**config.mk**
```make
export PLATFORM = sky130hd
export DESIGN_NAME = hsi_m_tx
export DESIGN_NICKNAME = d
export VERILOG_FILES = /design/src/verilog/hsi_pkg.sv /design/src/verilog/hsi_byte_if.sv /design/src/verilog/hsi_m_tx_ctrl.sv /design/src/verilog/hsi_frame_src.sv /design/src/verilog/hsi_btc_src.sv /design/src/verilog/hsi_ccw_src.sv /design/src/verilog/hsi_crc_unit.sv /design/src/verilog/hsi_coder.sv /design/src/verilog/hsi_m_tx.sv
export VERILOG_INCLUDE_DIRS = /design/src /design/src/include
export SDC_FILE = /design/constraint.sdc
export NUM_CORES = 1
export LEC_CHECK = 0
export BUFFER_PORTS_ARGS = -buffer_cell sky130_fd_sc_hd__buf_2
export CAP_MARGIN = 10
export CORE_ASPECT_RATIO = 0.75
export CORE_UTILIZATION = 29
export DETAILED_ROUTE_END_ITERATION = 8
export PLACE_DENSITY_LB_ADDON = 0.08
export SLEW_MARGIN = 10
export SYNTH_ARGS = -nofsm -noshare
export SYNTH_HDL_FRONTEND = slang
export SYNTH_SLANG_ARGS = --single-unit
export TNS_END_PERCENT = 20
```
**constraint.sdc**
```tcl
create_clock -name clk -period 4.2 [get_ports clk]
set_clock_uncertainty 0.2 [all_clocks]
set_input_delay 0.63 -clock clk [delete_from_list [all_inputs] [get_ports clk]]
set_output_delay 0.63 -clock clk [all_outputs]
set_load 0.02 [all_outputs]
```
**src/include/hsi_defs.svh**
```systemverilog
`ifndef HSI_DEFS_SVH
`define HSI_DEFS_SVH

`define HSI_TM_LEN 8 // frame body lengths in bytes without the CRC.
`define HSI_SR_LEN 4
`define HSI_CCW_LEN 3

`define HSI_TM_HDR 8'hA1
`define HSI_BTC_HDR 8'hB2
`define HSI_SR_HDR 8'hC3

`define HSI_GUARD_TICKS 400 // clk cycles of silence after every frame.
`define HSI_BTC_PER_TM 3

`endif

```
**src/verilog/hsi_pkg.sv**
```systemverilog
package hsi_pkg;

	typedef logic [7:0] byte_t;
	typedef logic [15:0] crc_t;
	typedef logic [39:0] btc_t; // on-board time code.

	typedef enum logic [2:0] {
		st_idle,
		st_send_tm,
		st_send_btc,
		st_send_sr,
		st_send_ccw,
		st_send_crc,
		st_guard
	} tx_state_t;

	typedef enum logic [2:0] {src_none, src_tm, src_btc, src_sr, src_ccw, src_crc} src_t;

endpackage

```
**src/verilog/hsi_byte_if.sv**
```systemverilog
interface hsi_byte_if;
	import hsi_pkg::*;

	byte_t d;
	logic d_rdy; // one clk wide and never two in a row.
	logic msg_end; // comes with the d_rdy of the last byte.
	logic grant;
	logic cd_busy;

	modport src (output d, output d_rdy, output msg_end, input grant, input cd_busy);

	modport arb (input d, input d_rdy, input msg_end, output grant, output cd_busy);

endinterface

```
**src/verilog/hsi_m_tx_ctrl.sv**
```systemverilog
`include "hsi_defs.svh"

module hsi_m_tx_ctrl (
	input logic clk,
	input logic n_rst,
	input logic tm_tx_rdy,
	input logic sr_tx_rdy,
	input logic ccw_tx_rdy,
	input logic pre_tm,
	input logic tm_en,
	input logic sdreq_en,
	input logic btc_en,
	input logic btc_due,
	input logic cd_busy,
	hsi_byte_if.arb tm_sr_bus,
	hsi_byte_if.arb btc_bus,
	hsi_byte_if.arb ccw_bus,
	hsi_byte_if.arb crc_bus,
	output logic sel_sr,
	output hsi_pkg::byte_t d_out,
	output logic d_rdy_out,
	output logic tm_tx_ack,
	output logic sr_tx_ack,
	output logic crc_clear,
	output logic [1:0] reply_wait,
	output logic frame_to_reply_end
);
	import hsi_pkg::*;

	localparam int GUARD_W = $clog2(`HSI_GUARD_TICKS);

	tx_state_t state, state_nxt;
	src_t owner;
	logic [GUARD_W-1:0] guard_cnt;
	logic guard_done;
	logic [1:0] reply_kind; // bit 0 service request, bit 1 command word.
	logic tm_req, btc_req, sr_req, ccw_req;

	assign tm_req = tm_en & tm_tx_rdy;
	assign btc_req = btc_en & btc_due;
	assign sr_req = sdreq_en & sr_tx_rdy;
	assign ccw_req = ~pre_tm & ccw_tx_rdy; // command words wait while telemetry is imminent.
	assign guard_done = (guard_cnt == GUARD_W'(`HSI_GUARD_TICKS - 1));

	always_comb
	begin
		state_nxt = state;
		case (state)
			st_idle:
			begin
				if (tm_req)
					state_nxt = st_send_tm;
				else if (btc_req)
					state_nxt = st_send_btc;
				else if (sr_req)
					state_nxt = st_send_sr;
				else if (ccw_req)
					state_nxt = st_send_ccw;
			end
			st_send_tm, st_send_sr:
				if (tm_sr_bus.msg_end)
					state_nxt = st_send_crc;
			st_send_btc:
				if (btc_bus.msg_end)
					state_nxt = st_send_crc;
			st_send_ccw:
				if (ccw_bus.msg_end)
					state_nxt = st_send_crc;
			st_send_crc:
				if (crc_bus.msg_end)
					state_nxt = st_guard;
			st_guard:
				if (guard_done)
					state_nxt = st_idle;
			default:
				state_nxt = st_idle;
		endcase
	end

	always_ff @(posedge clk or negedge n_rst)
	begin
		if (!n_rst)
		begin
			state <= st_idle;
			guard_cnt <= '0;
			reply_kind <= 2'b00;
		end
		else
		begin
			state <= state_nxt;
			if (state == st_guard && !guard_done)
				guard_cnt <= guard_cnt + 1'b1;
			else
				guard_cnt <= '0;
			// the kind of frame is fixed when it is granted and kept through the guard.
			if (state == st_idle)
				reply_kind <= {state_nxt == st_send_ccw, state_nxt == st_send_sr};
		end
	end

	always_comb
	begin
		case (state)
			st_send_tm: owner = src_tm;
			st_send_btc: owner = src_btc;
			st_send_sr: owner = src_sr;
			st_send_ccw: owner = src_ccw;
			st_send_crc: owner = src_crc;
			default: owner = src_none;
		endcase
	end

	assign tm_sr_bus.grant = (owner == src_tm) | (owner == src_sr);
	assign btc_bus.grant = (owner == src_btc);
	assign ccw_bus.grant = (owner == src_ccw);
	assign crc_bus.grant = (owner == src_crc);
	assign tm_sr_bus.cd_busy = cd_busy;
	assign btc_bus.cd_busy = cd_busy;
	assign ccw_bus.cd_busy = cd_busy;
	assign crc_bus.cd_busy = cd_busy;

	always_comb
	begin
		d_out = '0;
		d_rdy_out = 1'b0;
		case (owner)
			src_tm, src_sr:
			begin
				d_out = tm_sr_bus.d;
				d_rdy_out = tm_sr_bus.d_rdy;
			end
			src_btc:
			begin
				d_out = btc_bus.d;
				d_rdy_out = btc_bus.d_rdy;
			end
			src_ccw:
			begin
				d_out = ccw_bus.d;
				d_rdy_out = ccw_bus.d_rdy;
			end
			src_crc:
			begin
				d_out = crc_bus.d;
				d_rdy_out = crc_bus.d_rdy;
			end
			default: ;
		endcase
	end

	assign sel_sr = (state == st_send_sr);
	assign tm_tx_ack = (state == st_send_tm);
	assign sr_tx_ack = sel_sr;
	assign crc_clear = (state == st_idle);
	assign reply_wait = (state == st_guard) ? reply_kind : 2'b00;
	assign frame_to_reply_end = (state == st_send_crc) & crc_bus.msg_end & (|reply_kind);

endmodule

```
**src/verilog/hsi_frame_src.sv**
```systemverilog
`include "hsi_defs.svh"

module hsi_frame_src (
	input logic clk,
	input logic n_rst,
	input logic sel_sr,
	hsi_byte_if.src bus,
	output logic tm_done
);
	import hsi_pkg::*;

	byte_t idx, last_idx;
	byte_t tm_seq, sr_seq;

	assign last_idx = sel_sr ? byte_t'(`HSI_SR_LEN - 1) : byte_t'(`HSI_TM_LEN - 1);
	assign bus.d_rdy = bus.grant & ~bus.cd_busy; // the frame body is always ready.
	assign bus.msg_end = bus.d_rdy & (idx == last_idx);
	assign tm_done = bus.msg_end & ~sel_sr;

	always_comb
	begin
		if (idx == 8'd0)
			bus.d = sel_sr ? `HSI_SR_HDR : `HSI_TM_HDR;
		else if (idx == 8'd1)
			bus.d = sel_sr ? sr_seq : tm_seq;
		else
			bus.d = idx; // fill bytes carry their own position.
	end

	always_ff @(posedge clk or negedge n_rst)
	begin
		if (!n_rst)
		begin
			idx <= '0;
			tm_seq <= '0;
			sr_seq <= '0;
		end
		else if (bus.msg_end)
		begin
			idx <= '0;
			if (sel_sr)
				sr_seq <= sr_seq + 1'b1;
			else
				tm_seq <= tm_seq + 1'b1;
		end
		else if (bus.d_rdy)
			idx <= idx + 1'b1;
	end

endmodule

```
**src/verilog/hsi_btc_src.sv**
```systemverilog
`include "hsi_defs.svh"

module hsi_btc_src (
	input logic clk,
	input logic n_rst,
	input hsi_pkg::btc_t btc,
	input logic tm_done,
	output logic btc_due,
	hsi_byte_if.src bus
);
	import hsi_pkg::*;

	localparam int BTC_BYTES = $bits(btc_t) / 8;
	localparam int CNT_W = $clog2(`HSI_BTC_PER_TM);

	logic [CNT_W-1:0] tm_cnt;
	logic [2:0] idx;
	logic active; // set one cycle after the grant, once btc is latched.
	btc_t btc_sh;

	assign bus.d = (idx == 3'd0) ? `HSI_BTC_HDR : btc_sh[7:0];
	assign bus.d_rdy = bus.grant & active & ~bus.cd_busy;
	assign bus.msg_end = bus.d_rdy & (idx == 3'(BTC_BYTES));

	always_ff @(posedge clk or negedge n_rst)
	begin
		if (!n_rst)
		begin
			tm_cnt <= '0;
			btc_due <= 1'b0;
		end
		else if (tm_done)
		begin
			if (tm_cnt == CNT_W'(`HSI_BTC_PER_TM - 1))
			begin
				tm_cnt <= '0;
				btc_due <= 1'b1;
			end
			else
				tm_cnt <= tm_cnt + 1'b1;
		end
		else if (bus.grant)
			btc_due <= 1'b0;
	end

	always_ff @(posedge clk or negedge n_rst)
	begin
		if (!n_rst)
		begin
			active <= 1'b0;
			idx <= '0;
		end
		else if (bus.msg_end)
		begin
			active <= 1'b0;
			idx <= '0;
		end
		else
		begin
			if (bus.grant)
				active <= 1'b1;
			if (bus.d_rdy)
				idx <= idx + 1'b1;
		end
	end

	always_ff @(posedge clk)
	begin
		if (bus.grant && !active)
			btc_sh <= btc;
		else if (bus.d_rdy && idx != 3'd0)
			btc_sh <= btc_sh >> 8; // least significant byte goes first.
	end

endmodule

```
**src/verilog/hsi_ccw_src.sv**
```systemverilog
`include "hsi_defs.svh"

module hsi_ccw_src (
	input logic clk,
	input logic n_rst,
	input hsi_pkg::byte_t ccw_d,
	input logic ccw_d_rdy,
	output logic ccw_tx_en,
	output logic ccw_d_sending,
	hsi_byte_if.src bus
);
	import hsi_pkg::*;

	localparam int CNT_W = $clog2(`HSI_CCW_LEN);

	byte_t hold;
	logic pending; // a byte was taken from outside and has not reached the coder yet.
	logic in_coder; // the coder is busy with a byte of ours.
	logic [CNT_W-1:0] cnt;

	assign ccw_tx_en = bus.grant;
	// the outside source waits for this to fall before the next strobe.
	assign ccw_d_sending = pending | (in_coder & bus.cd_busy);
	assign bus.d = hold;
	assign bus.d_rdy = bus.grant & pending & ~bus.cd_busy;
	assign bus.msg_end = bus.d_rdy & (cnt == CNT_W'(`HSI_CCW_LEN - 1));

	always_ff @(posedge clk)
	begin
		if (bus.grant && ccw_d_rdy)
			hold <= ccw_d;
	end

	always_ff @(posedge clk or negedge n_rst)
	begin
		if (!n_rst)
		begin
			pending <= 1'b0;
			in_coder <= 1'b0;
			cnt <= '0;
		end
		else
		begin
			if (bus.grant && ccw_d_rdy)
				pending <= 1'b1;
			else if (bus.d_rdy)
				pending <= 1'b0;
			if (bus.d_rdy)
				in_coder <= 1'b1;
			else if (!bus.cd_busy)
				in_coder <= 1'b0;
			if (bus.msg_end)
				cnt <= '0;
			else if (bus.d_rdy)
				cnt <= cnt + 1'b1;
		end
	end

endmodule

```
**src/verilog/hsi_crc_unit.sv**
```systemverilog
module hsi_crc_unit (
	input logic clk,
	input logic n_rst,
	input logic crc_clear,
	input hsi_pkg::byte_t d,
	input logic d_rdy,
	hsi_byte_if.src bus
);
	import hsi_pkg::*;

	localparam crc_t POLY = 16'h1021;
	localparam crc_t INIT = 16'hFFFF;

	crc_t crc;
	logic hi_sent;

	// one byte of CRC-16/CCITT taken MSB first.
	function automatic crc_t crc_step(input crc_t c, input byte_t b);
		crc_t r;
		r = c;
		for (int i = 7; i >= 0; i--)
		begin
			if (r[15] ^ b[i])
				r = {r[14:0], 1'b0} ^ POLY;
			else
				r = {r[14:0], 1'b0};
		end
		return r;
	endfunction

	assign bus.d = hi_sent ? crc[7:0] : crc[15:8];
	assign bus.d_rdy = bus.grant & ~bus.cd_busy;
	assign bus.msg_end = bus.d_rdy & hi_sent;

	always_ff @(posedge clk or negedge n_rst)
	begin
		if (!n_rst)
		begin
			crc <= INIT;
			hi_sent <= 1'b0;
		end
		else
		begin
			if (crc_clear)
				crc <= INIT;
			else if (d_rdy && !bus.grant) // our own bytes are not folded in.
				crc <= crc_step(crc, d);
			if (bus.msg_end)
				hi_sent <= 1'b0;
			else if (bus.d_rdy)
				hi_sent <= 1'b1;
		end
	end

endmodule

```
**src/verilog/hsi_coder.sv**
```systemverilog
module hsi_coder (
	input logic clk,
	input logic n_rst,
	input logic clk_en,
	input hsi_pkg::byte_t d,
	input logic d_rdy,
	output logic busy,
	output logic q
);
	logic [9:0] shreg;
	logic [3:0] cnt; // bits still to put on the line.

	always_ff @(posedge clk or negedge n_rst)
	begin
		if (!n_rst)
		begin
			busy <= 1'b0;
			cnt <= '0;
			q <= 1'b1; // idle line.
		end
		else if (d_rdy)
		begin
			busy <= 1'b1;
			cnt <= 4'd10;
		end
		else if (clk_en && busy)
		begin
			if (cnt != 4'd0)
			begin
				q <= shreg[0];
				cnt <= cnt - 1'b1;
			end
			else
				busy <= 1'b0; // the stop bit has had its full tick.
		end
	end

	always_ff @(posedge clk)
	begin
		if (d_rdy)
			shreg <= {1'b1, d, 1'b0}; // stop, data LSB first, start.
		else if (clk_en && busy && cnt != 4'd0)
			shreg <= {1'b1, shreg[9:1]};
	end

endmodule

```
**src/verilog/hsi_m_tx.sv**
```systemverilog
module hsi_m_tx (
	input logic clk,
	input logic n_rst,
	input logic clk_en,
	input logic tm_en,
	input logic tm_tx_rdy,
	output logic tm_tx_ack,
	input logic sdreq_en,
	input logic sr_tx_rdy,
	output logic sr_tx_ack,
	input logic pre_tm,
	input logic btc_en,
	input hsi_pkg::btc_t btc,
	input hsi_pkg::byte_t ccw_d,
	input logic ccw_tx_rdy,
	input logic ccw_d_rdy,
	output logic ccw_tx_en,
	output logic ccw_d_sending,
	output logic cd_q,
	output logic [1:0] reply_wait,
	output logic frame_to_reply_end
);
	import hsi_pkg::*;

	byte_t d_mux;
	logic d_rdy_mux;
	logic cd_busy;
	logic sel_sr;
	logic tm_done;
	logic btc_due;
	logic crc_clear;

	hsi_byte_if tm_sr_bus ();
	hsi_byte_if btc_bus ();
	hsi_byte_if ccw_bus ();
	hsi_byte_if crc_bus ();

	hsi_m_tx_ctrl ctrl0 (
		.clk(clk),
		.n_rst(n_rst),
		.tm_tx_rdy(tm_tx_rdy),
		.sr_tx_rdy(sr_tx_rdy),
		.ccw_tx_rdy(ccw_tx_rdy),
		.pre_tm(pre_tm),
		.tm_en(tm_en),
		.sdreq_en(sdreq_en),
		.btc_en(btc_en),
		.btc_due(btc_due),
		.cd_busy(cd_busy),
		.tm_sr_bus(tm_sr_bus.arb),
		.btc_bus(btc_bus.arb),
		.ccw_bus(ccw_bus.arb),
		.crc_bus(crc_bus.arb),
		.sel_sr(sel_sr),
		.d_out(d_mux),
		.d_rdy_out(d_rdy_mux),
		.tm_tx_ack(tm_tx_ack),
		.sr_tx_ack(sr_tx_ack),
		.crc_clear(crc_clear),
		.reply_wait(reply_wait),
		.frame_to_reply_end(frame_to_reply_end)
	);

	hsi_frame_src frame0 (
		.clk(clk),
		.n_rst(n_rst),
		.sel_sr(sel_sr),
		.bus(tm_sr_bus.src),
		.tm_done(tm_done)
	);

	hsi_btc_src btc0 (
		.clk(clk),
		.n_rst(n_rst),
		.btc(btc),
		.tm_done(tm_done),
		.btc_due(btc_due),
		.bus(btc_bus.src)
	);

	hsi_ccw_src ccw0 (
		.clk(clk),
		.n_rst(n_rst),
		.ccw_d(ccw_d),
		.ccw_d_rdy(ccw_d_rdy),
		.ccw_tx_en(ccw_tx_en),
		.ccw_d_sending(ccw_d_sending),
		.bus(ccw_bus.src)
	);

	hsi_crc_unit crc0 (
		.clk(clk),
		.n_rst(n_rst),
		.crc_clear(crc_clear),
		.d(d_mux),
		.d_rdy(d_rdy_mux),
		.bus(crc_bus.src)
	);

	hsi_coder coder0 (
		.clk(clk),
		.n_rst(n_rst),
		.clk_en(clk_en),
		.d(d_mux),
		.d_rdy(d_rdy_mux),
		.busy(cd_busy),
		.q(cd_q)
	);

endmodule

```
* Yosys cells after proc, flatten, opt, wreduce, memory -nomap -nowiden
Cells that the tools add are included.
** Word-level totals
- Word-level logic and storage cells :: 202
- Bits in registers :: 129
- Output and inout bits :: 8
- Bits of input ports :: 59
** Cells by class
- $add $sub $neg :: 8
- Reductions and logical operators :: 36
- Multiplexer cells :: 74
- Bitwise gates (word level) :: 40
- Equal/unequal tests :: 22
** Operators by type and width (count)
- two-way mux 16 bit :: 16
- two-way mux 13 bit :: 8
- two-way mux 40 bit :: 2
- two-way mux 8 bit :: 7
- two-way mux 3 bit :: 12
- one-hot mux 8 bit (4 select lines) :: 1
- two-way mux 9 bit :: 3
- adder 8 x 1 -> 8 bit (second input constant) :: 3
- inverter 3 bit :: 8
- nonzero test 2 bit :: 12
- equality test 3 bit (second input constant) :: 7
- bitwise AND 1 bit :: 18
- one-hot mux 3 bit (6 select lines) :: 1
- equality test 3 x 2 -> 1 bit (second input constant) :: 5
- one-hot mux 3 bit (5 select lines) :: 1
- two-way mux 1 bit :: 14
- two-way mux 4 bit :: 3
- AND reduction 2 bit :: 5
- adder 9 x 1 -> 9 bit (second input constant) :: 1
- equality test 9 bit (second input constant) :: 1
- equality test 8 x 1 -> 1 bit (second input constant) :: 1
- equality test 8 bit :: 1
- logical NOT 8 bit :: 1
- two-way mux 2 bit :: 4
- 18 further kinds :: 45

* Depth between registers and ports, before layout
- Depth after elaboration :: 37
- Depth in mapped cells :: 10
- Depth with buffers taken out :: 9

* Modules after synthesis
Synthesis repeated with hierarchy kept, for this count alone.
** Unflattened totals
- Cell total of the unflattened synthesis :: 563
- Area total of the unflattened synthesis :: 6956.7 sq um
** Modules (own cells, without submodules)
- hsi_btc_src :: seq. area each 1376.3 sq um, area an instance 2067.0 sq um, cells each 131, instances 1
- hsi_frame_src :: seq. area each 600.6 sq um, area an instance 1421.4 sq um, cells each 138, instances 1
- hsi_crc_unit :: seq. area each 445.4 sq um, area an instance 1138.6 sq um, cells each 76, instances 1
- hsi_m_tx_ctrl :: seq. area each 350.3 sq um, area an instance 1112.3 sq um, cells each 128, instances 1
- hsi_coder :: seq. area each 411.6 sq um, area an instance 764.5 sq um, cells each 64, instances 1
- hsi_ccw_src :: seq. area each 340.3 sq um, area an instance 452.9 sq um, cells each 26, instances 1

* Worst setup path after synthesis
Ideal clock, no wire load.
- Kind :: reg2reg
- Start point :: reg ctrl0.state[2]
- End point :: reg btc0.btc_sh[0], enable pin
- Data arrival time :: 3.064 ns
- Required time :: 3.548 ns
- Buffers on the path :: 2
- Library setup time :: 0.452 ns
- Clock period less this slack :: 3.716 ns
- Stages on the path, launching flop included :: 5
- Slack :: 0.484 ns
- Cells stage by stage :: dfrtp_1 clkbuf_1 or3b_2 clkbuf_1 o22ai_1
** On the way
- Word-level cells in the longest chain between the ends :: 7
- Elaborated cells on any way between the ends :: 12
- Those cells by class :: 6 x eq/ne; 1 x mux; 2 x bitwise; 3 x reduce/logical
** RTL lines
- start: declaration :: RTL line hsi_m_tx_ctrl.sv:32 : tx_state_t state, state_nxt;
- start signal: assignment :: RTL line hsi_m_tx_ctrl.sv:84 : state <= st_idle;
- start signal: assignment :: RTL line hsi_m_tx_ctrl.sv:90 : state <= state_nxt;
- equality test 3 bit (tied with other cells) :: RTL line hsi_m_tx_ctrl.sv:103 : case (state)
- one-hot mux 3 bit (5 select lines) (*) :: RTL line hsi_m_tx_ctrl.sv:103
- equality test 3 x 2 -> 1 bit (*) :: RTL line hsi_m_tx_ctrl.sv:114 : assign btc_bus.grant = (owner == src_btc);
- bitwise AND 1 bit (2 in series) :: RTL line hsi_btc_src.sv:22 : assign bus.d_rdy = bus.grant & active & ~bus.cd_busy;
- logical AND 1 bit :: RTL line hsi_btc_src.sv:71 : else if (bus.d_rdy && idx != 3'd0)
- nonzero test 2 bit (no line) (*)
- end signal: assignment :: RTL line hsi_btc_src.sv:70 : btc_sh <= btc;
- end signal: assignment :: RTL line hsi_btc_src.sv:72 : btc_sh <= btc_sh >> 8;
- end: declaration :: RTL line hsi_btc_src.sv:19 : btc_t btc_sh;
Mark *: on every way between the ends. The rest lies on a longest branch, timed or not.
A chain may end at the register's enable or synchronous reset.

* Worst setup path after layout
- Start point :: reg ctrl0.state[0]
- End point :: reg crc0.crc[8]
** On the way
- Word-level cells in the longest chain between the ends :: 28
- Elaborated cells on any way between the ends :: 51
- Those cells by class :: 10 x eq/ne; 27 x mux; 9 x bitwise; 5 x reduce/logical
** RTL lines
- equality test 3 bit (tied with other cells) :: RTL line hsi_m_tx_ctrl.sv:103
- one-hot mux 3 bit (5 select lines) or two-way mux 8 bit (tied branches) :: RTL line hsi_m_tx_ctrl.sv:103, hsi_frame_src.sv:25
- equality test 3 x 2 -> 1 bit (tied with other cells) :: RTL line hsi_m_tx_ctrl.sv:113, hsi_m_tx_ctrl.sv:126
- OR reduction 2 bit or two-way mux 8 bit (tied branches) :: RTL line hsi_m_tx_ctrl.sv:126, hsi_frame_src.sv:22
- one-hot mux 8 bit (4 select lines) :: RTL line hsi_m_tx_ctrl.sv:126 : case (owner)
- XOR 1 bit :: RTL line hsi_crc_unit.sv:23 : if (r[15] ^ b[i])
- two-way mux 13 bit :: RTL line hsi_crc_unit.sv:23
- two-way mux 16 bit :: RTL line hsi_crc_unit.sv:46 : else if (d_rdy && !bus.grant)
- [... 12 more ...]
- two-way mux 16 bit :: RTL line hsi_crc_unit.sv:46
- two-way mux 16 bit :: RTL line hsi_crc_unit.sv:44 : if (crc_clear)
- two-way mux 13 bit :: RTL line hsi_crc_unit.sv:23
- two-way mux 16 bit :: RTL line hsi_crc_unit.sv:46
- two-way mux 16 bit :: RTL line hsi_crc_unit.sv:44
- two-way mux 13 bit :: RTL line hsi_crc_unit.sv:23
- two-way mux 16 bit :: RTL line hsi_crc_unit.sv:46
- two-way mux 16 bit :: RTL line hsi_crc_unit.sv:44
- end signal: assignment :: RTL line hsi_crc_unit.sv:47 : crc <= crc_step(crc, d);
- end: declaration :: RTL line hsi_crc_unit.sv:14 : crc_t crc;
Parallel ways exist; a longest one is shown, timed or not. The select of a mux whose other input is x is not followed.

==> metrics.txt <==
crit-path max FO 23; GPL Wtd Cong 0.896; fin crit period between 3 and 4 ns; port bufs 66; Hold Path Stages 1; DRT Pass-1 Iters 5; number of distinct library cells after synthesis 65; initial core utilization 30.1%; f_max about 0.3 GHz; Ys Warns 0; status finished, final reports clean; CTS Buffer Depth 2; ys flop type edfxtp_1; final setup vio count 0; Die Span Y roughly 130 um; # H-tree levels 4; CP arrival roughly 3.4 ns; Post-synth EDFFs 56; I/O pins 67; cts repair resizes 0; worst vdd ir between 0.2 and 0.25 mV; Synth Instances 560; initial antenna violation count 0; Reg2Reg Depth 7; worst setup path category flop to flop; per-cell routed wire length 17.1 um; post-route setup TNS 0 ns; RSZ-0062 raised after global routing no; residual DRC count 0; Layout Nets 699; Synth async-reset ratio 55.8%; mapped cell area 6460 um2; Clock Latency Late Sink 0.43 ns; register clock-pin slew on the reported worst setup and hold paths 0.06 ns; area growth from synthesis to layout 20.9%; pwr/cell area 412 nW/um2; Leak ~3.4 nW; largest net degree at the start of global routing between 70 and 80; antenna fix cells 0; Via-to-Cell Ratio approximately 4.7; Antenna Nets Post-Route 0; Num CTS Buffers 17; Rel. slew slack 36.7%; drt total wl 15900 um; Synth area leaders edfxtp_1, dfrtp_1, mux2_2; first-iteration detailed-routing DRC count 224; max-slew violation count 0; CP endpoint kind flop; Final Power 3.21 mW; Tcrit/Tclk final 77.1%; row count 46; share of post-route cells with drive strength above 1 27.6%; Hold Buf Count CTS 0; max_cap viols 0; total core area 21500 um2; Root Driver clkbuf_16; hpwl dp 11200 um; Least-Margin Pin Slew 0.949 ns; hold crit path type input pin to flop; post-synth top area cell edfxtp_1; # clock sinks around 130; register area share after synthesis a little over half; synthesized flop and latch total 129; global-route wire length before repair ~26000 um; Avg Cell Area, Syn 11.5 um2; endpoints failing hold 0; Post CTS Setup Buffer Count 0; overall routing resource usage 14.8%; Worst EP required 4.34 ns; vias in the first global route 4638; DR vias 4402; Setup crit start kind flop; Die Area approximately 23000 um2; CTS tree yes; die width 174 um; layout filler cell count 2097; grt ovf 0; Yosys top cell area share about a quarter; syn nets 630
cells by family (layout without fill, tap and decap cells):
family / count (synthesis) / count (layout) / share of synthesized area, %
AOI/OAI and AO/OA: 90 / 90 / 9.46
xor gates and xnor gates: 53 / 53 / 7.83
adders and majority gates: 11 / 11 / 2.13
buffers and inverters: 38 / 120 / 2.29
DFF: 129 / 129 / 54.6
muxes: 49 / 49 / 8.37
and+or+nand+nor: 190 / 190 / 15.3
per-stage QoR:
step | cell area, um2 | util [%] | hold WS (ns) | instances | setup WS [ns]
2_1_floorplan | 6460 | - | 0.134 | 560 | 0.484
3_3_place_gp | 7150 | 33.3 | 0.199 | 898 | 1.16
3_5_place_dp | 7150 | 33.3 | 0.216 | 898 | 0.989
4_1_cts | 7800 | 36.3 | 0.162 | 930 | 0.989
5_1_grt | 7800 | 36.3 | 0.162 | 930 | 0.660
6_report | 7800 | 36.3 | 0.178 | 930 | 0.964
area by class of cell:
class	count	area, um2	area share (%)
repair buffers	76	405	5.20
multi-input cells	393	2810	36.0
clock buffers	18	429	5.50
well taps	288	360	4.62
flip-flops and latches	129	3520	45.2
inverters	12	45.0	0.577
clock inverters	14	228	2.92
sequential cells by signal, summed over array words and instances, names as in the netlist, 2 cells and up:
name and flops:
crc0.crc 16, frame0.tm_seq 8, btc0.tm_cnt 2, ctrl0.state 3, ctrl0.reply_kind 2, coder0.shreg 9
ccw0.bus.d 8, frame0.sr_seq 8, frame0.idx 8, btc0.idx 3, ccw0.cnt 2, ctrl0.guard_cnt 9
coder0.cnt 4, btc0.btc_sh 40
cells in the final DEF (no fill, tap or decap), drive strengths merged, types with 5 or more instances in the layout:
master	count
inv	16
nor3	20
o21ai	25
mux2i	9
and2	11
xnor2	33
nand4	6
buf	76
mux2	40
xor2	17
ha	11
clkbuf	18
a21oi	21
nand2b	8
nand3	17
nor2b	6
nand2	48
nor2	35
bufinv	5
edfxtp	56
dfrtp	55
dfstp	17
and3	10
cell usage after synthesis, drive strengths merged (17+ instances only):
library cell / n
xnor2: 33
a21oi: 21
nand2: 48
clkbuf: 20
nand3: 17
dfstp: 17
nor3: 20
dfrtp: 55
nor2: 35
edfxtp: 56
xor2: 17
o21ai: 25
mux2: 40
power by group:
group,switching (mW),internal (mW),total [mW]
registers,0.0409,1.36,1.40
logic,0.0816,0.0612,0.143
clock network,0.607,1.06,1.67
total,0.730,2.48,3.21
layer usage:
| metal | share of wire (%) | global-route usage [%] | wire (um) |
|---|---|---|---|
| met5 | 0 | 0 | 0 |
| met4 | 2.0 | 5.56 | 310 |
| met3 | 3.6 | 3.70 | 568 |
| met2 | 43 | 21.4 | 6850 |
| met1 | 51 | 21.1 | 8140 |
critical path, stage by stage (launching register included):
cell,delay [ns]
dfrtp_1,0.81
nand3b_1,0.28
a2111oi_0,0.76
a211oi_1,0.18
a211oi_4,0.36
xnor2_1,0.20
xor2_1,0.17
a21oi_1,0.19
final timing paths:
path                                       from  slack [ns]                  to
worst max-delay path             ctrl0.state[0]        0.96         crc0.crc[8]
worst min-delay path                   ccw_d[0]        0.18       ccw0.bus.d[0]
worst max register to register   ctrl0.state[0]        0.96         crc0.crc[8]
worst min register to register  coder0.shreg[0]        0.21            coder0.q
max in group asynchronous                 n_rst        2.95       coder0.cnt[0]
min in group asynchronous                 n_rst        0.23  ctrl0.guard_cnt[5]
(Power assumes the default switching activity.)
